==> config.mk <==
export PLATFORM = sky130hd
export DESIGN_NAME = id_stage
export DESIGN_NICKNAME = d
export VERILOG_FILES = /design/src/rtl/id_pkg.sv /design/src/rtl/instr_decoder.sv /design/src/rtl/operand_bypass.sv /design/src/rtl/branch_resolver.sv /design/src/rtl/load_use_interlock.sv /design/src/rtl/id_stage.sv
export SDC_FILE = /design/constraint.sdc
export NUM_CORES = 1
export LEC_CHECK = 0
export ABC_AREA = 1
export BUFFER_PORTS_ARGS = -buffer_cell sky130_fd_sc_hd__buf_4
export CORE_ASPECT_RATIO = 0.75
export CORE_UTILIZATION = 47
export CTS_CLUSTER_DIAMETER = 200
export DETAILED_ROUTE_END_ITERATION = 12
export GPL_TIMING_DRIVEN = 0
export PLACE_DENSITY = 0.83
export SETUP_SLACK_MARGIN = 0.3
export SYNTH_ARGS = -nofsm -noshare
export SYNTH_HDL_FRONTEND = slang
export SYNTH_SLANG_ARGS = --single-unit
export TNS_END_PERCENT = 30
==> constraint.sdc <==
create_clock -name clk_i -period 3.7 [get_ports clk_i]
set_input_delay 0.555 -clock clk_i [delete_from_list [all_inputs] [get_ports clk_i]]
set_output_delay 0.555 -clock clk_i [all_outputs]
set_load 0.02 [all_outputs]
==> src/rtl/id_pkg.sv <==
package id_pkg;

    localparam int XLEN       = 32;
    localparam int REG_ADDR_W = 5;

    localparam logic [REG_ADDR_W-1:0] LINK_REG = 5'd31; // Return address register.

    typedef enum logic [5:0] {
        OP_SPECIAL = 6'h00,
        OP_REGIMM  = 6'h01,
        OP_J       = 6'h02,
        OP_JAL     = 6'h03,
        OP_BEQ     = 6'h04,
        OP_BNE     = 6'h05,
        OP_BLEZ    = 6'h06,
        OP_BGTZ    = 6'h07,
        OP_ADDI    = 6'h08,
        OP_ADDIU   = 6'h09,
        OP_SLTI    = 6'h0a,
        OP_SLTIU   = 6'h0b,
        OP_ANDI    = 6'h0c,
        OP_ORI     = 6'h0d,
        OP_XORI    = 6'h0e,
        OP_LUI     = 6'h0f,
        OP_LB      = 6'h20,
        OP_LH      = 6'h21,
        OP_LW      = 6'h23,
        OP_LBU     = 6'h24,
        OP_LHU     = 6'h25,
        OP_SB      = 6'h28,
        OP_SH      = 6'h29,
        OP_SW      = 6'h2b
    } opcode_e;

    typedef enum logic [5:0] {
        FN_SLL  = 6'h00, FN_SRL  = 6'h02, FN_SRA  = 6'h03, FN_SLLV = 6'h04,
        FN_SRLV = 6'h06, FN_SRAV = 6'h07, FN_JR   = 6'h08, FN_JALR = 6'h09,
        FN_ADD  = 6'h20, FN_ADDU = 6'h21, FN_SUB  = 6'h22, FN_SUBU = 6'h23,
        FN_AND  = 6'h24, FN_OR   = 6'h25, FN_XOR  = 6'h26, FN_NOR  = 6'h27,
        FN_SLT  = 6'h2a, FN_SLTU = 6'h2b
    } funct_e;

    // Selected by the rt field when the opcode is REGIMM.
    typedef enum logic [4:0] {
        RI_BLTZ   = 5'h00,
        RI_BGEZ   = 5'h01,
        RI_BLTZAL = 5'h10,
        RI_BGEZAL = 5'h11
    } regimm_e;

    typedef enum logic [7:0] {
        ALU_NOP = 8'h00,
        ALU_AND, ALU_OR, ALU_XOR, ALU_NOR, ALU_ADD, ALU_ADDU, ALU_SUB, ALU_SUBU,
        ALU_SLT, ALU_SLTU,
        ALU_SLL, ALU_SRL, ALU_SRA, ALU_SLLV, ALU_SRLV, ALU_SRAV,
        ALU_ANDI, ALU_ORI, ALU_XORI, ALU_LUI, ALU_ADDI, ALU_ADDIU, ALU_SLTI, ALU_SLTIU,
        ALU_LB, ALU_LBU, ALU_LH, ALU_LHU, ALU_LW, ALU_SB, ALU_SH, ALU_SW,
        ALU_BEQ, ALU_BNE, ALU_BGTZ, ALU_BLEZ, ALU_BGEZ, ALU_BLTZ, ALU_BGEZAL, ALU_BLTZAL,
        ALU_J, ALU_JAL, ALU_JR, ALU_JALR
    } aluop_e;

    typedef enum logic [3:0] {
        BR_NONE = 4'd0,
        BR_EQ   = 4'd1,
        BR_NE   = 4'd2,
        BR_GTZ  = 4'd3,
        BR_LEZ  = 4'd4,
        BR_GEZ  = 4'd5,
        BR_LTZ  = 4'd6,
        BR_J    = 4'd7,
        BR_JR   = 4'd8
    } branch_kind_e;

    typedef struct packed {
        logic                  we;
        logic [REG_ADDR_W-1:0] addr;
        logic [XLEN-1:0]       data;
    } fwd_t;

    typedef struct packed {
        aluop_e                aluop;
        logic                  reg_we;
        logic [REG_ADDR_W-1:0] wr_addr;
        logic                  mem_to_reg;
        logic                  ram_we;
        logic                  rs_re;
        logic                  rt_re;
        branch_kind_e          branch;
        logic                  link;    // Writes the return address to LINK_REG.
    } id_ctrl_t;

    typedef struct packed {
        logic [XLEN-1:0]       pc;
        logic [XLEN-1:0]       rs_data;
        logic [XLEN-1:0]       rt_data;
        logic [15:0]           imm16;
        logic [XLEN-1:0]       return_addr;
        aluop_e                aluop;
        logic                  reg_we;
        logic [REG_ADDR_W-1:0] wr_addr;
        logic                  mem_to_reg;
        logic                  ram_we;
    } ex_bundle_t;

endpackage

==> src/rtl/instr_decoder.sv <==
module instr_decoder (
    input  logic [id_pkg::XLEN-1:0] instr_i,
    output id_pkg::id_ctrl_t        ctrl_o
);

    id_pkg::opcode_e                op;
    id_pkg::funct_e                 funct;
    id_pkg::regimm_e                rimm;
    logic [id_pkg::REG_ADDR_W-1:0]  rt;
    logic [id_pkg::REG_ADDR_W-1:0]  rd;

    assign op    = id_pkg::opcode_e'(instr_i[31:26]);
    assign funct = id_pkg::funct_e'(instr_i[5:0]);
    assign rimm  = id_pkg::regimm_e'(instr_i[20:16]);
    assign rt    = instr_i[20:16];
    assign rd    = instr_i[15:11];

    always_comb begin
        ctrl_o = '0; // Anything not decoded stays a NOP.
        case (op)
            id_pkg::OP_SPECIAL: begin
                ctrl_o.reg_we  = 1'b1;
                ctrl_o.wr_addr = rd;
                ctrl_o.rs_re   = 1'b1;
                ctrl_o.rt_re   = 1'b1;
                case (funct)
                    id_pkg::FN_AND:  ctrl_o.aluop = id_pkg::ALU_AND;
                    id_pkg::FN_OR:   ctrl_o.aluop = id_pkg::ALU_OR;
                    id_pkg::FN_XOR:  ctrl_o.aluop = id_pkg::ALU_XOR;
                    id_pkg::FN_NOR:  ctrl_o.aluop = id_pkg::ALU_NOR;
                    id_pkg::FN_ADD:  ctrl_o.aluop = id_pkg::ALU_ADD;
                    id_pkg::FN_ADDU: ctrl_o.aluop = id_pkg::ALU_ADDU;
                    id_pkg::FN_SUB:  ctrl_o.aluop = id_pkg::ALU_SUB;
                    id_pkg::FN_SUBU: ctrl_o.aluop = id_pkg::ALU_SUBU;
                    id_pkg::FN_SLT:  ctrl_o.aluop = id_pkg::ALU_SLT;
                    id_pkg::FN_SLTU: ctrl_o.aluop = id_pkg::ALU_SLTU;
                    id_pkg::FN_SLLV: ctrl_o.aluop = id_pkg::ALU_SLLV;
                    id_pkg::FN_SRLV: ctrl_o.aluop = id_pkg::ALU_SRLV;
                    id_pkg::FN_SRAV: ctrl_o.aluop = id_pkg::ALU_SRAV;
                    id_pkg::FN_SLL: begin
                        ctrl_o.aluop = id_pkg::ALU_SLL;
                        ctrl_o.rs_re = 1'b0; // The shift amount comes from shamt.
                    end
                    id_pkg::FN_SRL: begin
                        ctrl_o.aluop = id_pkg::ALU_SRL;
                        ctrl_o.rs_re = 1'b0;
                    end
                    id_pkg::FN_SRA: begin
                        ctrl_o.aluop = id_pkg::ALU_SRA;
                        ctrl_o.rs_re = 1'b0;
                    end
                    id_pkg::FN_JR: begin
                        ctrl_o.aluop  = id_pkg::ALU_JR;
                        ctrl_o.reg_we = 1'b0;
                        ctrl_o.rt_re  = 1'b0;
                        ctrl_o.branch = id_pkg::BR_JR;
                    end
                    id_pkg::FN_JALR: begin
                        ctrl_o.aluop  = id_pkg::ALU_JALR;
                        ctrl_o.rt_re  = 1'b0;
                        ctrl_o.branch = id_pkg::BR_JR;
                    end
                    default: ctrl_o = '0;
                endcase
            end
            id_pkg::OP_REGIMM: begin
                ctrl_o.rs_re = 1'b1;
                case (rimm)
                    id_pkg::RI_BLTZ: begin
                        ctrl_o.aluop  = id_pkg::ALU_BLTZ;
                        ctrl_o.branch = id_pkg::BR_LTZ;
                    end
                    id_pkg::RI_BGEZ: begin
                        ctrl_o.aluop  = id_pkg::ALU_BGEZ;
                        ctrl_o.branch = id_pkg::BR_GEZ;
                    end
                    id_pkg::RI_BLTZAL: begin
                        ctrl_o.aluop  = id_pkg::ALU_BLTZAL;
                        ctrl_o.branch = id_pkg::BR_LTZ;
                        ctrl_o.link   = 1'b1;
                    end
                    id_pkg::RI_BGEZAL: begin
                        ctrl_o.aluop  = id_pkg::ALU_BGEZAL;
                        ctrl_o.branch = id_pkg::BR_GEZ;
                        ctrl_o.link   = 1'b1;
                    end
                    default: ctrl_o = '0;
                endcase
            end
            id_pkg::OP_J: begin
                ctrl_o.aluop  = id_pkg::ALU_J;
                ctrl_o.branch = id_pkg::BR_J;
            end
            id_pkg::OP_JAL: begin
                ctrl_o.aluop  = id_pkg::ALU_JAL;
                ctrl_o.branch = id_pkg::BR_J;
                ctrl_o.link   = 1'b1;
            end
            id_pkg::OP_BEQ, id_pkg::OP_BNE: begin
                ctrl_o.rs_re  = 1'b1;
                ctrl_o.rt_re  = 1'b1;
                ctrl_o.aluop  = (op == id_pkg::OP_BEQ) ? id_pkg::ALU_BEQ : id_pkg::ALU_BNE;
                ctrl_o.branch = (op == id_pkg::OP_BEQ) ? id_pkg::BR_EQ : id_pkg::BR_NE;
            end
            id_pkg::OP_BGTZ, id_pkg::OP_BLEZ: begin
                ctrl_o.rs_re  = 1'b1;
                ctrl_o.aluop  = (op == id_pkg::OP_BGTZ) ? id_pkg::ALU_BGTZ : id_pkg::ALU_BLEZ;
                ctrl_o.branch = (op == id_pkg::OP_BGTZ) ? id_pkg::BR_GTZ : id_pkg::BR_LEZ;
            end
            id_pkg::OP_ADDI, id_pkg::OP_ADDIU, id_pkg::OP_SLTI, id_pkg::OP_SLTIU,
            id_pkg::OP_ANDI, id_pkg::OP_ORI, id_pkg::OP_XORI, id_pkg::OP_LUI: begin
                ctrl_o.reg_we  = 1'b1;
                ctrl_o.wr_addr = rt;
                ctrl_o.rs_re   = 1'b1;
                case (op)
                    id_pkg::OP_ADDI:  ctrl_o.aluop = id_pkg::ALU_ADDI;
                    id_pkg::OP_ADDIU: ctrl_o.aluop = id_pkg::ALU_ADDIU;
                    id_pkg::OP_SLTI:  ctrl_o.aluop = id_pkg::ALU_SLTI;
                    id_pkg::OP_SLTIU: ctrl_o.aluop = id_pkg::ALU_SLTIU;
                    id_pkg::OP_ANDI:  ctrl_o.aluop = id_pkg::ALU_ANDI;
                    id_pkg::OP_ORI:   ctrl_o.aluop = id_pkg::ALU_ORI;
                    id_pkg::OP_XORI:  ctrl_o.aluop = id_pkg::ALU_XORI;
                    default:          ctrl_o.aluop = id_pkg::ALU_LUI;
                endcase
            end
            id_pkg::OP_LB, id_pkg::OP_LBU, id_pkg::OP_LH, id_pkg::OP_LHU, id_pkg::OP_LW: begin
                ctrl_o.reg_we     = 1'b1;
                ctrl_o.wr_addr    = rt;
                ctrl_o.mem_to_reg = 1'b1;
                ctrl_o.rs_re      = 1'b1; // Base address only.
                case (op)
                    id_pkg::OP_LB:  ctrl_o.aluop = id_pkg::ALU_LB;
                    id_pkg::OP_LBU: ctrl_o.aluop = id_pkg::ALU_LBU;
                    id_pkg::OP_LH:  ctrl_o.aluop = id_pkg::ALU_LH;
                    id_pkg::OP_LHU: ctrl_o.aluop = id_pkg::ALU_LHU;
                    default:        ctrl_o.aluop = id_pkg::ALU_LW;
                endcase
            end
            id_pkg::OP_SB, id_pkg::OP_SH, id_pkg::OP_SW: begin
                ctrl_o.ram_we = 1'b1;
                ctrl_o.rs_re  = 1'b1;
                ctrl_o.rt_re  = 1'b1;
                case (op)
                    id_pkg::OP_SB: ctrl_o.aluop = id_pkg::ALU_SB;
                    id_pkg::OP_SH: ctrl_o.aluop = id_pkg::ALU_SH;
                    default:       ctrl_o.aluop = id_pkg::ALU_SW;
                endcase
            end
            default: ctrl_o = '0;
        endcase

        // Linking branches and JAL always write the return address.
        if (ctrl_o.link) begin
            ctrl_o.reg_we  = 1'b1;
            ctrl_o.wr_addr = id_pkg::LINK_REG;
        end
    end

endmodule

==> src/rtl/operand_bypass.sv <==
module operand_bypass (
    input  logic [id_pkg::REG_ADDR_W-1:0] addr_i,
    input  logic                          read_en_i,
    input  logic [id_pkg::XLEN-1:0]       regfile_data_i,
    input  id_pkg::fwd_t                  ex_fwd_i,
    input  id_pkg::fwd_t                  mem_fwd_i,
    output logic [id_pkg::XLEN-1:0]       data_o
);

    logic ex_hit;
    logic mem_hit;

    // Register 0 is compared like any other address.
    assign ex_hit  = ex_fwd_i.we && (ex_fwd_i.addr == addr_i);
    assign mem_hit = mem_fwd_i.we && (mem_fwd_i.addr == addr_i);

    always_comb begin
        if (!read_en_i) begin
            data_o = '0;
        end else if (ex_hit) begin
            data_o = ex_fwd_i.data; // Youngest result wins.
        end else if (mem_hit) begin
            data_o = mem_fwd_i.data;
        end else begin
            data_o = regfile_data_i;
        end
    end

endmodule

==> src/rtl/branch_resolver.sv <==
module branch_resolver (
    input  logic [id_pkg::XLEN-1:0] pc_i,
    input  logic [id_pkg::XLEN-1:0] instr_i,
    input  id_pkg::id_ctrl_t        ctrl_i,
    input  logic [id_pkg::XLEN-1:0] rs_data_i,
    input  logic [id_pkg::XLEN-1:0] rt_data_i,
    output logic                    taken_o,
    output logic [id_pkg::XLEN-1:0] target_o,
    output logic [id_pkg::XLEN-1:0] return_addr_o
);

    logic [id_pkg::XLEN-1:0] pc_plus4;
    logic [id_pkg::XLEN-1:0] pc_plus8;
    logic [id_pkg::XLEN-1:0] br_offset;
    logic                    rs_neg;
    logic                    rs_zero;

    assign pc_plus4  = pc_i + 32'd4;
    assign pc_plus8  = pc_i + 32'd8;
    assign br_offset = {{14{instr_i[15]}}, instr_i[15:0], 2'b00};
    assign rs_neg    = rs_data_i[id_pkg::XLEN-1];
    assign rs_zero   = (rs_data_i == '0);

    always_comb begin
        case (ctrl_i.branch)
            id_pkg::BR_EQ:  taken_o = (rs_data_i == rt_data_i);
            id_pkg::BR_NE:  taken_o = (rs_data_i != rt_data_i);
            id_pkg::BR_GTZ: taken_o = !rs_neg && !rs_zero;
            id_pkg::BR_LEZ: taken_o = rs_neg || rs_zero;
            id_pkg::BR_GEZ: taken_o = !rs_neg;
            id_pkg::BR_LTZ: taken_o = rs_neg;
            id_pkg::BR_J,
            id_pkg::BR_JR:  taken_o = 1'b1;
            default:        taken_o = 1'b0;
        endcase
    end

    // The target reads zero while nothing is taken.
    always_comb begin
        if (!taken_o) begin
            target_o = '0;
        end else if (ctrl_i.branch == id_pkg::BR_J) begin
            target_o = {pc_plus4[31:28], instr_i[25:0], 2'b00};
        end else if (ctrl_i.branch == id_pkg::BR_JR) begin
            target_o = rs_data_i;
        end else begin
            target_o = pc_plus4 + br_offset;
        end
    end

    assign return_addr_o = (ctrl_i.link || ctrl_i.aluop == id_pkg::ALU_JALR) ? pc_plus8 : '0;

endmodule

==> src/rtl/load_use_interlock.sv <==
module load_use_interlock (
    input  logic                          clk_i,
    input  logic                          rst_n_i,
    input  logic [id_pkg::XLEN-1:0]       instr_i,
    input  id_pkg::id_ctrl_t              ctrl_i,
    input  logic                          ex_load_i,
    input  logic [id_pkg::REG_ADDR_W-1:0] ex_wr_addr_i,
    input  id_pkg::ex_bundle_t            next_i,
    output logic                          stall_o,
    output id_pkg::ex_bundle_t            ex_o
);

    logic rs_hit;
    logic rt_hit;

    // Only operands that are actually read can create a hazard.
    assign rs_hit  = ctrl_i.rs_re && (ex_wr_addr_i == instr_i[25:21]);
    assign rt_hit  = ctrl_i.rt_re && (ex_wr_addr_i == instr_i[20:16]);
    assign stall_o = ex_load_i && (rs_hit || rt_hit);

    always_ff @(posedge clk_i or negedge rst_n_i) begin
        if (!rst_n_i) begin
            ex_o <= '0;
        end else if (stall_o) begin
            ex_o <= '0; // Bubble while the load result is not yet available.
        end else begin
            ex_o <= next_i;
        end
    end

endmodule

==> src/rtl/id_stage.sv <==
module id_stage (
    input  logic                          clk_i,
    input  logic                          rst_n_i,
    input  logic [id_pkg::XLEN-1:0]       pc_i,
    input  logic [id_pkg::XLEN-1:0]       instr_i,
    input  logic [id_pkg::XLEN-1:0]       rs_data_i,
    input  logic [id_pkg::XLEN-1:0]       rt_data_i,
    input  id_pkg::fwd_t                  ex_fwd_i,
    input  id_pkg::fwd_t                  mem_fwd_i,
    input  logic                          ex_load_i,
    input  logic [id_pkg::REG_ADDR_W-1:0] ex_wr_addr_i,
    output logic                          stall_o,
    output logic                          branch_taken_o,
    output logic [id_pkg::XLEN-1:0]       branch_target_o,
    output id_pkg::ex_bundle_t            ex_o
);

    id_pkg::id_ctrl_t        ctrl;
    id_pkg::ex_bundle_t      next_bundle;
    logic [id_pkg::XLEN-1:0] rs_val;
    logic [id_pkg::XLEN-1:0] rt_val;
    logic [id_pkg::XLEN-1:0] return_addr;

    instr_decoder u_decoder (
        .instr_i (instr_i),
        .ctrl_o  (ctrl)
    );

    operand_bypass u_rs_bypass (
        .addr_i         (instr_i[25:21]),
        .read_en_i      (ctrl.rs_re),
        .regfile_data_i (rs_data_i),
        .ex_fwd_i       (ex_fwd_i),
        .mem_fwd_i      (mem_fwd_i),
        .data_o         (rs_val)
    );

    operand_bypass u_rt_bypass (
        .addr_i         (instr_i[20:16]),
        .read_en_i      (ctrl.rt_re),
        .regfile_data_i (rt_data_i),
        .ex_fwd_i       (ex_fwd_i),
        .mem_fwd_i      (mem_fwd_i),
        .data_o         (rt_val)
    );

    branch_resolver u_branch (
        .pc_i          (pc_i),
        .instr_i       (instr_i),
        .ctrl_i        (ctrl),
        .rs_data_i     (rs_val),
        .rt_data_i     (rt_val),
        .taken_o       (branch_taken_o),
        .target_o      (branch_target_o),
        .return_addr_o (return_addr)
    );

    assign next_bundle.pc          = pc_i;
    assign next_bundle.rs_data     = rs_val;
    assign next_bundle.rt_data     = rt_val;
    assign next_bundle.imm16       = instr_i[15:0];
    assign next_bundle.return_addr = return_addr;
    assign next_bundle.aluop       = ctrl.aluop;
    assign next_bundle.reg_we      = ctrl.reg_we;
    assign next_bundle.wr_addr     = ctrl.wr_addr;
    assign next_bundle.mem_to_reg  = ctrl.mem_to_reg;
    assign next_bundle.ram_we      = ctrl.ram_we;

    load_use_interlock u_interlock (
        .clk_i        (clk_i),
        .rst_n_i      (rst_n_i),
        .instr_i      (instr_i),
        .ctrl_i       (ctrl),
        .ex_load_i    (ex_load_i),
        .ex_wr_addr_i (ex_wr_addr_i),
        .next_i       (next_bundle),
        .stall_o      (stall_o),
        .ex_o         (ex_o)
    );

endmodule

# Word-level counts from Yosys, hierarchy flattened
# Cells that the tools add are included.
# totals
in_bits,212
regBits,160
output_inout_bits,194
# classes
addsub,3
muxes,37
eq_ne,60
n_reduce_logical,36
# op_table
cell,count
$mux 32,10
$mux 160,1
$eq 6x6->1 const B,18
$pmux 6 s18,1
$pmux 8 s9,1
$eq 6x4->1 const B,10
$eq 6x3->1 const B,7
$add 32x3->32 const B,1
$add 32x32->32,1
$add 32x4->32 const B,1
$eq 32x32->1,1
$logic_not 32->1,1
$ne 32x32->1,1
$eq 5x5->1,6
$pmux 4 s7,1
$eq 6x2->1 const B,4
$pmux 6 s4,1
$pmux 4 s5,1
$reduce_or 20->1,1
$pmux 6 s3,1
$reduce_or 18->1,1
$reduce_or 17->1,1
$eq 4x3->1 const B,4
$reduce_or 16->1,1
31 further kinds,60

# Logic depth before layout (Yosys ltp)
# Gate-level depths: netlist of run 1.
# logic_depth
depth_word,10
ltp_mapped,25
depth_no_buf,24

# Hierarchy
# From an unflattened synthesis of run 1, not the netlist that was laid out.
# unflattened
hier_cells,2405
hier_area_um2,14660.3
# modules_own_cells
mod,area_per_inst_um2,cells_per_inst,n_inst
load_use_interlock,5839.4,568,1
branch_resolver,5004.8,1004,1
operand_bypass,1353.8,298,2
instr_decoder,1108.6,237,1

# Worst setup path before layout of run 1
# OpenSTA, ideal clock, no wires.
# synth_timing
path_kind,input-to-output
start,input port pc_i[3] (netlist bit)
end,output port branch_target_o[28] (netlist bit)
t_arrival_ns,3.634
cell_stages,20
path_slack_ns,-0.489
path_cell_list,ha_1 nand2_1 nor2_1 inv_1 nor2_1 nand4_1 nor3_1 xor2_1 o21ai_0 ha_1 nand2_1 o21a_1 o21bai_1 a21oi_1 o21ai_0 a21oi_1 xor2_1 nor2_1 o21ai_0 nor2_1
# synth_via
elab_chain_len,5
# synth_rtl
item,line,rtl
"start, declared",id_stage.sv:4,"input logic [id_pkg::XLEN-1:0] pc_i,"
$add 32x3->32 *,branch_resolver.sv:18,assign pc_plus4 = pc_i + 32'd4;
$add 32x32->32,branch_resolver.sv:47,target_o = pc_plus4 + br_offset;
$mux 32,branch_resolver.sv:44,end else if (ctrl_i.branch == id_pkg::BR_JR) begin
$mux 32 *,branch_resolver.sv:42,end else if (ctrl_i.branch == id_pkg::BR_J) begin
$mux 32 *,branch_resolver.sv:40,if (!taken_o) begin
"end, declared",id_stage.sv:14,"output logic [id_pkg::XLEN-1:0] branch_target_o,"
# Mark *: on every way between the ends. The rest lies on a longest branch, timed or not.

# Final worst setup path of run 1
# layout_timing
start,input port pc_i[3] (netlist bit)
end,output port branch_target_o[23] (netlist bit)
# layout_via
elab_chain_len,5
# layout_rtl
item,line
$add 32x3->32,branch_resolver.sv:18
$add 32x32->32,branch_resolver.sv:47
$mux 32,branch_resolver.sv:44
$mux 32,branch_resolver.sv:42
$mux 32,branch_resolver.sv:40
# No other way between the ends.

==> flow_metrics.py, run 1 <==
metrics = {
    "logic_synthesis": {
        "cell_count_after_synthesis": 1937,
        "postSynth.topFlopCell": "sky130_fd_sc_hd__dfrtp_1",
        "ys_top_cells_by_area": "sky130_fd_sc_hd__dfrtp_1 (32%), sky130_fd_sc_hd__nand2_1 (16%), sky130_fd_sc_hd__nor2_1 (9.7%), sky130_fd_sc_hd__nand3_1 (7.9%), sky130_fd_sc_hd__inv_1 (6.4%)",
        "seq_area_frac_synth": 0.319,
        "ys_ff_latch": 158,
        "synth-edff-count": 0,
        "async_reset_ff_frac": 1.00,
        "synthesized_area_mm2": 0.0124,
        "synth_largest_type_area_fraction": 0.319,
        "synthDistinctLibCells": 50,
        "netlist.top_cell.by_area": "sky130_fd_sc_hd__dfrtp_1",
        "syn-mean-instance-area_um2": 6.39,
        "yosys_warnings": 0,
    },
    "sta": {
        "relSlewSlack": 0.418,
        "setup_repair_after_global_routing_missed_its_margin": "true",
        "maxSlewViolCount": 0,
        "max_freq_ghz": 0.226,
        "final_period_minus_worst_setup_slack_ps": 4420,
        "setup_violations": 34,
        "slack_of_the_critical_path_ps": -716,
        "post-route-period-util": 1.19,
        "final.setup.tns_ps": -14460,
        "pin_slew_with_the_least_headroom_to_its_limit_ps": 874,
        "hold_violations": 0,
    },
    "cells_and_area": {
        "syn2layout_area_growth_pct": 50.6,
        "reg.largest.list": "u_interlock.ex_o (158)",
        "footprint_of_the_multi_input_gates_mm2": 0.00833,
        "largest_register_ffs": 158,
        "layout_common_cells": "sky130_fd_sc_hd__nand2_1 (480), sky130_fd_sc_hd__buf_4 (446), sky130_fd_sc_hd__nor2_1 (278)",
        "nNetsFinal": 2674,
        "final_layout_size_suffix_gt1_frac": 0.339,
        "final-seq-area_mm2": 0.00395,
        "post_route_standard_cell_area_excluding_fillers_mm2": 0.0186,
        "layout.cells.most_common": "sky130_fd_sc_hd__nand2_1",
        "antenna_cells": 0,
        "largest-register": "u_interlock.ex_o",
        "fillCellCount": 2115,
    },
    "floorplan": {
        "floorplan.io_pins": 406,
        "die_height_um": 143,
        "floorplan.die.width_um": 189,
        "initial_utilization": 0.478,
        "rows": 51,
        "core_area_mm2": 0.0259,
        "floorplan.die_area_mm2": 0.0270,
    },
    "route": {
        "post_drt_via_cell_ratio": 5.84,
        "drtPass1Iterations": 9,
        "post-route-drc-count": 0,
        "via_count": 16300,
        "detail_route.wl_per_cell_um": 22.1,
        "detail-route-antenna-nets": 0,
        "detail_route.wirelength_um": 61600,
        "drt_iter0_markers": 1957,
    },
    "power_and_ir_drop": {
        "powerDensity_mw_per_mm2": 299,
        "p_leak_nw": 10.1,
        "vdd.ir_drop.worst_mv": 0.349,
    },
    "worst_setup_path": {
        "crit_path_max_fanout": 4,
        "setup.worst_path.class": "primary input to output port",
        "worst-endpoint-required_ps": 3140,
        "worst_setup_path_start_kind": "primary input",
        "worstPathArrival_ps": 3860,
        "critical_path_end_type": "output port",
    },
    "clocking": {
        "clock_pin_slew_on_the_worst_setup_and_hold_paths_ps": 60,
        "tritoncts_clock_tree": "done",
        "cts_buffers": 17,
        "total_number_of_h_tree_levels": 4,
        "clock_sinks": 158,
        "clockBufferDepth": 2,
        "root_buffer": "sky130_fd_sc_hd__clkbuf_16",
    },
    "placement": {
        "placement.cell_area_mm2": 0.0159,
        "gp_congestion": 1.07,
        "io_port_bufs": 398,
        "detailedPlacementHpwl_um": 48000,
    },
    "grt": {
        "grt_first_pass_wirelength_um": 88800,
        "number_of_antenna_violations_at_the_first_check_in_global_routing": 2,
        "vias_in_the_first_global_route": 15100,
        "globalRoute.totalOverflow": 0,
        "grt.total_usage": 0.444,
        "largest_net_degree_at_the_start_of_global_routing": 89,
    },
    "run_status": {
        "outcome": "complete, but fails checks",
        "failed_checks": "negative setup slack",
    },
    "min_path": {
        "hold_path.class": "primary input to async pin",
    },
    "run": {
        "max_cap_violations": 0,
    },
}
-- worst max-delay path, stage by stage --
cell and delay [ps]:
sky130_fd_sc_hd__buf_12 110, sky130_fd_sc_hd__ha_4 140, sky130_fd_sc_hd__nand2_4 60, sky130_fd_sc_hd__nor2_4 130, sky130_fd_sc_hd__inv_2 70, sky130_fd_sc_hd__buf_4 130, sky130_fd_sc_hd__buf_4 140, sky130_fd_sc_hd__nor2_4 170
sky130_fd_sc_hd__nand3_4 140, sky130_fd_sc_hd__xor2_1 200, sky130_fd_sc_hd__ha_1 370, sky130_fd_sc_hd__nand2_2 120, sky130_fd_sc_hd__nor4_4 320, sky130_fd_sc_hd__nand3_1 130, sky130_fd_sc_hd__nand3_2 130, sky130_fd_sc_hd__buf_4 120
sky130_fd_sc_hd__or2_2 90, sky130_fd_sc_hd__nand3_1 70, sky130_fd_sc_hd__o211ai_1 120, sky130_fd_sc_hd__o21ai_1 100, sky130_fd_sc_hd__nor2_2 260, sky130_fd_sc_hd__buf_6 180
-- cells in the mapped netlist (2+ instances only) --
master and count:
sky130_fd_sc_hd__nand2_1 527, sky130_fd_sc_hd__nor2_1 321, sky130_fd_sc_hd__inv_1 211, sky130_fd_sc_hd__nand3_1 196, sky130_fd_sc_hd__dfrtp_1 158, sky130_fd_sc_hd__o21ai_0 67
sky130_fd_sc_hd__a21oi_1 63, sky130_fd_sc_hd__xor2_1 56, sky130_fd_sc_hd__buf_2 33, sky130_fd_sc_hd__ha_1 31, sky130_fd_sc_hd__clkbuf_1 27, sky130_fd_sc_hd__nor3_1 25
sky130_fd_sc_hd__inv_2 24, sky130_fd_sc_hd__nand4_1 18, sky130_fd_sc_hd__or2_1 13, sky130_fd_sc_hd__buf_4 12, sky130_fd_sc_hd__xnor2_1 12, sky130_fd_sc_hd__a31oi_1 11
sky130_fd_sc_hd__nor2_2 11, sky130_fd_sc_hd__a22oi_1 10, sky130_fd_sc_hd__nand3b_1 10, sky130_fd_sc_hd__o211ai_1 10, sky130_fd_sc_hd__nand2_2 9, sky130_fd_sc_hd__or2_2 9
sky130_fd_sc_hd__o22ai_1 8, sky130_fd_sc_hd__nor4_1 7, sky130_fd_sc_hd__nand3_2 6, sky130_fd_sc_hd__o21a_1 6, sky130_fd_sc_hd__a211oi_1 5, sky130_fd_sc_hd__a21o_1 5
sky130_fd_sc_hd__buf_6 5, sky130_fd_sc_hd__buf_1 4, sky130_fd_sc_hd__nor2_4 4, sky130_fd_sc_hd__a2111oi_0 3, sky130_fd_sc_hd__o21bai_1 3, sky130_fd_sc_hd__a21boi_0 2
sky130_fd_sc_hd__o221ai_1 2
-- worst max-delay path by stage --
stage | startpoint | to | slack, ps
6_report | pc_i[3] | branch_target_o[23] | -720
3_3_place_gp | pc_i[3] | branch_target_o[28] | -1280
4_1_cts | pc_i[3] | branch_target_o[22] | -560
5_1_grt | pc_i[3] | branch_target_o[23] | -800
3_5_place_dp | pc_i[2] | branch_target_o[28] | -1310
2_1_floorplan | pc_i[3] | branch_target_o[28] | -130
-- cell type report --
| cell class | instances | area share |
|---|---|---|
| buffer | 81 | 0.0334 |
| clock buffer | 19 | 0.0238 |
| clock inverter | 12 | 0.00604 |
| inverter | 236 | 0.0483 |
| multi-input combinational | 1463 | 0.447 |
| sequential | 158 | 0.212 |
| tap | 344 | 0.0231 |
| timing repair buffer | 473 | 0.207 |
-- per-stage QoR --
stage / total power, mW / setup slack, ps / util / instances / hold slack (ps)
global route: 5.73 / -802 / 0.720 / 2786 / 169
CTS: 5.43 / -564 / 0.707 / 2775 / 136
global placement: 3.46 / -1280 / 0.613 / 2680 / 804
finish: 5.56 / -716 / 0.720 / 2786 / 105
floorplan: 2.75 / -131 / - / 1938 / 259
detailed placement: 3.48 / -1310 / 0.614 / 2681 / 602
-- report_power, final --
part,internal (mW),switching (mW),total (mW)
clock network,0.942,0.786,1.73
logic,0.780,1.22,2.00
registers,1.80,0.0378,1.84
-- cells by family (layout without fill, tap and decap cells) --
kind of cell,Yosys count,after routing,share of synthesized area
xor+xnor,68,68,0.0481
compound gates,202,202,0.0951
flops,158,158,0.319
other cells,1,2,0.000303
buf+inv,317,821,0.106
simple gates,1159,1159,0.398
fa+ha+maj,32,32,0.0330
-- what timing repair did --
item | CTS | global route
hold buffers | 0 | 0
gates cloned | 5 | 0
pin swaps | 97 | 27
buffers inserted | 58 | 11
endpoints found under the setup margin | 61 | 35
resized for setup | 341 | 51
-- per-layer routing --
metal,routed length (um),up-vias,GRT usage
met5,10,-,0
met1,25100,7733,0.629
li1,-,7124,-
met3,9100,189,0.147
met4,2160,2,0.135
met2,25200,1224,0.635
Power figures use the tool's default switching activity.
==> run 2: changes to the inputs <==
--- a/config.mk
+++ b/config.mk
@@ -8,11 +8,12 @@
 export ABC_AREA = 1
 export BUFFER_PORTS_ARGS = -buffer_cell sky130_fd_sc_hd__buf_4
 export CORE_ASPECT_RATIO = 0.75
-export CORE_UTILIZATION = 47
+export CORE_UTILIZATION = 48
+export CTS_BUF_LIST = sky130_fd_sc_hd__clkbuf_4
 export CTS_CLUSTER_DIAMETER = 200
 export DETAILED_ROUTE_END_ITERATION = 12
 export GPL_TIMING_DRIVEN = 0
-export PLACE_DENSITY = 0.83
+export PLACE_DENSITY = 0.84
 export SETUP_SLACK_MARGIN = 0.3
 export SYNTH_ARGS = -nofsm -noshare
 export SYNTH_HDL_FRONTEND = slang
==> run 2 against run 1 <==
Compared with the run above:
- the run still ends with negative setup slack left
- worst hold slack better by 50 ps
- die area down 2.1%
- worst setup slack worse by 100 ps
- count of clock-buffer cells in the layout down 2
- non-clock buffer count down 35
- via count down 1.7%
- routed wire length down 4.8%
==> flow_metrics.py, run 2 (same netlist as run 1, synthesis figures left out) <==
metrics = {
    "run_status": {
        "outcome": "complete, but fails checks",
        "failed_checks": "negative setup slack",
    },
    "route": {
        "post-route-drc-count": 0,
        "drt_iter0_markers": 2179,
        "via_count": 16000,
        "detail-route-antenna-nets": 0,
        "detail_route.wirelength_um": 58600,
        "post_drt_via_cell_ratio": 5.82,
        "drtPass1Iterations": 6,
        "detail_route.wl_per_cell_um": 21.3,
    },
    "sta": {
        "post-route-period-util": 1.22,
        "final.setup.tns_ps": -19310,
        "relSlewSlack": 0.424,
        "setup_violations": 33,
        "max_freq_ghz": 0.221,
        "hold_violations": 0,
        "setup_repair_after_global_routing_missed_its_margin": "true",
        "slack_of_the_critical_path_ps": -818,
        "final_period_minus_worst_setup_slack_ps": 4520,
        "maxSlewViolCount": 0,
        "pin_slew_with_the_least_headroom_to_its_limit_ps": 864,
    },
    "power_and_ir_drop": {
        "powerDensity_mw_per_mm2": 282,
        "vdd.ir_drop.worst_mv": 0.217,
        "p_leak_nw": 9.57,
    },
    "floorplan": {
        "floorplan.die.width_um": 187,
        "initial_utilization": 0.492,
        "die_height_um": 141,
        "core_area_mm2": 0.0251,
        "floorplan.die_area_mm2": 0.0264,
        "floorplan.io_pins": 406,
        "rows": 50,
    },
    "placement": {
        "placement.cell_area_mm2": 0.0159,
        "gp_congestion": 1.04,
        "io_port_bufs": 398,
        "detailedPlacementHpwl_um": 47200,
    },
    "clocking": {
        "clock_pin_slew_on_the_worst_setup_and_hold_paths_ps": 150,
        "tritoncts_clock_tree": "done",
        "clockBufferDepth": 2,
        "clock_sinks": 158,
        "root_buffer": "sky130_fd_sc_hd__clkbuf_4",
        "cts_buffers": 17,
        "total_number_of_h_tree_levels": 4,
    },
    "cells_and_area": {
        "layout_common_cells": "sky130_fd_sc_hd__nand2_1 (501), sky130_fd_sc_hd__buf_4 (434), sky130_fd_sc_hd__nor2_1 (295)",
        "layout.cells.most_common": "sky130_fd_sc_hd__nand2_1",
        "nNetsFinal": 2639,
        "largest-register": "u_interlock.ex_o",
        "fillCellCount": 2192,
        "syn2layout_area_growth_pct": 40.0,
        "final-seq-area_mm2": 0.00395,
        "largest_register_ffs": 158,
        "reg.largest.list": "u_interlock.ex_o (158)",
        "post_route_standard_cell_area_excluding_fillers_mm2": 0.0173,
        "final_layout_size_suffix_gt1_frac": 0.301,
        "footprint_of_the_multi_input_gates_mm2": 0.00785,
    },
    "grt": {
        "number_of_antenna_violations_at_the_first_check_in_global_routing": 2,
        "vias_in_the_first_global_route": 14600,
        "largest_net_degree_at_the_start_of_global_routing": 92,
        "grt.total_usage": 0.434,
        "globalRoute.totalOverflow": 0,
        "grt_first_pass_wirelength_um": 85800,
    },
    "worst_setup_path": {
        "worst_setup_path_start_kind": "primary input",
        "crit_path_max_fanout": 4,
        "setup.worst_path.class": "primary input to output port",
        "worst-endpoint-required_ps": 3140,
        "worstPathArrival_ps": 3960,
        "critical_path_end_type": "output port",
    },
    "run": {
        "max_cap_violations": 0,
    },
    "min_path": {
        "hold_path.class": "primary input to register",
    },
}
[run 2: critical path, cell delays in order]
cell	delay [ps]
sky130_fd_sc_hd__buf_12	110
sky130_fd_sc_hd__ha_4	150
sky130_fd_sc_hd__nand2_4	60
sky130_fd_sc_hd__nor2_4	140
sky130_fd_sc_hd__inv_2	80
sky130_fd_sc_hd__nor2_4	160
sky130_fd_sc_hd__nand4_1	130
sky130_fd_sc_hd__buf_6	170
sky130_fd_sc_hd__nor3_4	190
sky130_fd_sc_hd__xor2_2	190
sky130_fd_sc_hd__o21ai_2	110
sky130_fd_sc_hd__ha_4	310
sky130_fd_sc_hd__nand2_4	70
sky130_fd_sc_hd__nor4_4	250
sky130_fd_sc_hd__nand3_1	150
sky130_fd_sc_hd__nand3_2	140
sky130_fd_sc_hd__buf_4	130
sky130_fd_sc_hd__or2_2	90
sky130_fd_sc_hd__nand3_1	100
sky130_fd_sc_hd__o211ai_1	140
sky130_fd_sc_hd__o21ai_1	110
sky130_fd_sc_hd__nor2_2	280
sky130_fd_sc_hd__buf_6	160
[run 2: per-stage QoR]
step / instances / setup WS [ps] / hold WS, ps / utilization / power, mW
2_1_floorplan: 1938 / -131 / 259 / - / 2.75
3_3_place_gp: 2674 / -1250 / 802 / 0.631 / 3.45
3_5_place_dp: 2675 / -1330 / 594 / 0.632 / 3.48
4_1_cts: 2733 / -633 / 125 / 0.670 / 4.72
5_1_grt: 2747 / -894 / 145 / 0.689 / 5.06
6_report: 2749 / -818 / 155 / 0.689 / 4.89
[run 2: per-layer routing]
layer,GRT usage,vias to the layer above,wire length [um]
met5,0,-,0
met4,0.140,0,1920
met3,0.173,160,9270
met2,0.613,1277,23900
met1,0.602,7498,23500
li1,-,7064,-
[run 2: cell type report]
cell class                 instances  area share
clock inverter                    15      0.0103
timing repair buffer             438       0.196
multi-input combinational       1463       0.453
sequential                       158       0.228
tap                              338      0.0244
buffer                            81      0.0296
antenna                            3    0.000433
inverter                         236      0.0511
clock buffer                      17     0.00736
[run 2: repair_timing]
item                                    in CTS  in global routing
gates resized for setup                    127                 88
pin swaps                                   42                 55
buffers inserted                            25                 13
hold endpoints to repair                    67                  0
endpoints found under the setup margin      35                 34
hold buffers                                 1                  0
[run 2: report_power, final]
part | internal (mW) | leakage [nW] | switching, mW
combinational | 0.706 | 7.34 | 1.16
clock | 0.428 | 0.163 | 0.759
sequential | 1.80 | 2.06 | 0.0344
total | 2.94 | 9.57 | 1.95
[run 2: path summary, 6_finish.rpt]
kind | startpoint | end | slack (ps) | cells after the start
worst max-delay path | pc_i[3] | branch_target_o[23] | -820 | 23
max in group asynchronous | rst_n_i | u_interlock.ex_o[67]$_DFF_PN0_ | 2340 | 3
worst min-delay path | pc_i[4] | u_interlock.ex_o[132]$_DFF_PN0_ | 150 | 3
min in group asynchronous | rst_n_i | u_interlock.ex_o[141]$_DFF_PN0_ | 480 | 2
==> run 3: changes to the inputs <==
--- a/config.mk
+++ b/config.mk
@@ -8,12 +8,12 @@
 export ABC_AREA = 1
 export BUFFER_PORTS_ARGS = -buffer_cell sky130_fd_sc_hd__buf_4
 export CORE_ASPECT_RATIO = 0.75
-export CORE_UTILIZATION = 48
+export CORE_UTILIZATION = 40
 export CTS_BUF_LIST = sky130_fd_sc_hd__clkbuf_4
 export CTS_CLUSTER_DIAMETER = 200
 export DETAILED_ROUTE_END_ITERATION = 12
 export GPL_TIMING_DRIVEN = 0
-export PLACE_DENSITY = 0.84
+export PLACE_DENSITY = 0.73
 export SETUP_SLACK_MARGIN = 0.3
 export SYNTH_ARGS = -nofsm -noshare
 export SYNTH_HDL_FRONTEND = slang
==> run 3 against run 2 <==
Compared with the run above:
- the flow still finishes with violations (negative setup slack)
- via count down 2.8%
- clock power about the same
- worst hold slack better by 9.0 ps
==> flow_metrics.py, run 3 (same netlist as run 1, synthesis figures left out) <==
metrics = {
    "sta": {
        "relSlewSlack": 0.441,
        "hold_violations": 0,
        "worst_hold_check_slack_ps": 164,
        "pin_slew_with_the_least_headroom_to_its_limit_ps": 838,
        "final_period_minus_worst_setup_slack_ps": 4500,
        "post-route-period-util": 1.22,
        "max_freq_ghz": 0.222,
        "slack_of_the_critical_path_ps": -797,
        "maxSlewViolCount": 0,
        "setup_repair_after_global_routing_missed_its_margin": "true",
        "setup_violations": 33,
        "final.setup.tns_ps": -17830,
    },
    "cells_and_area": {
        "final-seq-area_mm2": 0.00395,
        "syn2layout_area_growth_pct": 41.6,
        "reg.largest.list": "u_interlock.ex_o (158)",
        "largest-register": "u_interlock.ex_o",
        "fillCellCount": 2936,
        "nNetsFinal": 2648,
        "final_layout_size_suffix_gt1_frac": 0.312,
        "instances_no_fill": 2817,
        "layout.cells.most_common": "sky130_fd_sc_hd__nand2_1",
        "largest_register_ffs": 158,
        "footprint_of_the_multi_input_gates_mm2": 0.00794,
        "layout_common_cells": "sky130_fd_sc_hd__nand2_1 (501), sky130_fd_sc_hd__buf_4 (447), sky130_fd_sc_hd__nor2_1 (291)",
    },
    "placement": {
        "place_worst_setup_slack_ps": -1330,
        "detailedPlacementHpwl_um": 48000,
        "total_instance_count_after_detailed_placement": 2736,
        "gp_congestion": 1.01,
        "io_port_bufs": 398,
    },
    "worst_setup_path": {
        "timing.critical_path.buf_inv": 4,
        "cp_slowest_stage_delay_ps": 420,
        "worstPathArrival_ps": 3940,
        "cp.depth": 25,
        "worst-endpoint-required_ps": 3140,
        "critical_path_end_type": "output port",
        "setup.worst_path.class": "primary input to output port",
        "crit_path_max_fanout": 4,
        "cp_top_family": "simple AND/OR/NAND/NOR gates",
        "worst_path_most_repeated_cell": "sky130_fd_sc_hd__nand2_4",
        "worst_setup_path_start_kind": "primary input",
        "slowest_stage": "sky130_fd_sc_hd__ha_2",
    },
    "min_path": {
        "min_delay_path_depth": 2,
        "hold_path.class": "primary input to register",
        "startpoint_of_the_tightest_hold_check_path": "pc_i[9]",
        "end_point_of_the_most_critical_hold_path": "u_interlock.ex_o[25]$_DFF_PN0_",
    },
    "clocking": {
        "clock_pin_slew_on_the_worst_setup_and_hold_paths_ps": 160,
        "total_number_of_h_tree_levels": 4,
        "clock_sinks": 158,
        "clockBufferDepth": 2,
        "tritoncts_clock_tree": "done",
        "cts_buffers": 17,
        "root_buffer": "sky130_fd_sc_hd__clkbuf_4",
    },
    "floorplan": {
        "core_area_mm2": 0.0303,
        "die_height_um": 154,
        "floorplan.die_area_mm2": 0.0317,
        "rows": 55,
        "floorplan.io_pins": 406,
        "floorplan.die.width_um": 205,
        "initial_utilization": 0.409,
    },
    "grt": {
        "grt_first_pass_wirelength_um": 86400,
        "globalRoute.totalOverflow": 0,
        "vias_in_the_first_global_route": 14400,
        "largest_net_degree_at_the_start_of_global_routing": 85,
        "number_of_antenna_violations_at_the_first_check_in_global_routing": 1,
        "grt.total_usage": 0.366,
    },
    "power_and_ir_drop": {
        "p_leak_nw": 9.61,
        "p_total_mw": 4.88,
        "powerDensity_mw_per_mm2": 279,
        "vdd.ir_drop.worst_mv": 0.228,
    },
    "route": {
        "detail_route.wl_per_cell_um": 21.0,
        "post_drt_via_cell_ratio": 5.52,
        "detail-route-antenna-nets": 0,
        "detail_route.wirelength_um": 59100,
        "via_count": 15600,
        "post-route-drc-count": 0,
        "drt_iter0_markers": 1910,
        "drtPass1Iterations": 9,
    },
    "run": {
        "max_cap_violations": 0,
    },
    "run_status": {
        "failed_checks": "negative setup slack",
        "outcome": "complete, but fails checks",
    },
}
-- run 3: changes by cell type in the layout (fill, tap and decap cells not counted), sizes merged --
cell | before | now
clkinv | 5 | 4
buf | 484 | 499
bufinv | 2 | 1
clkinvlp | 1 | 3
diode | 3 | 1
clkbuf | 51 | 45
-- run 3: through the flow --
step	cell area [um^2]	utilization
6_report	17500	0.579
5_1_grt	17500	0.579
4_1_cts	17000	0.561
3_5_place_dp	16000	0.528
3_3_place_gp	15900	0.526
2_1_floorplan	12500	-
-- run 3: power by group --
group	leakage (nW)	internal, mW	switching (mW)
registers	2.06	1.80	0.0343
logic	7.39	0.722	1.16
clock network	0.153	0.371	0.797
-- run 3: layout make-up --
cell class / count / share of cell area
Clock inverter: 15 / 0.00993
Tap cell: 399 / 0.0285
Timing Repair Buffer: 447 / 0.197
Inverter: 236 / 0.0508
Clock buffer: 17 / 0.00728
Buffer: 81 / 0.0278
Sequential cell: 158 / 0.226
Multi-Input combinational cell: 1463 / 0.453
Antenna cell: 1 / 0.000143
-- run 3: what timing repair did --
item / in CTS / in global routing
resized for setup: 142 / 95
hold buffers: 1 / 0
pin swaps: 57 / 48
hold endpoints to repair: 74 / 0
endpoints found under the setup margin: 34 / 34
buffers inserted: 25 / 22
-- run 3: how the worst max path moves through the flow --
stage / startpoint / endpoint
4_1_cts: pc_i[3] / branch_target_o[28]
3_5_place_dp: pc_i[2] / branch_target_o[28]
3_3_place_gp: pc_i[2] / branch_target_o[28]
2_1_floorplan: pc_i[3] / branch_target_o[28]
5_1_grt: pc_i[3] / branch_target_o[29]
6_report: pc_i[3] / branch_target_o[29]
-- run 3: layer usage --
layer	global-route usage	vias up	routed length (um)
li1	-	7092	-
met1	0.558	7405	26200
met2	0.514	970	24300
met3	0.0803	89	7200
met4	0.0935	0	1460
met5	0	-	0
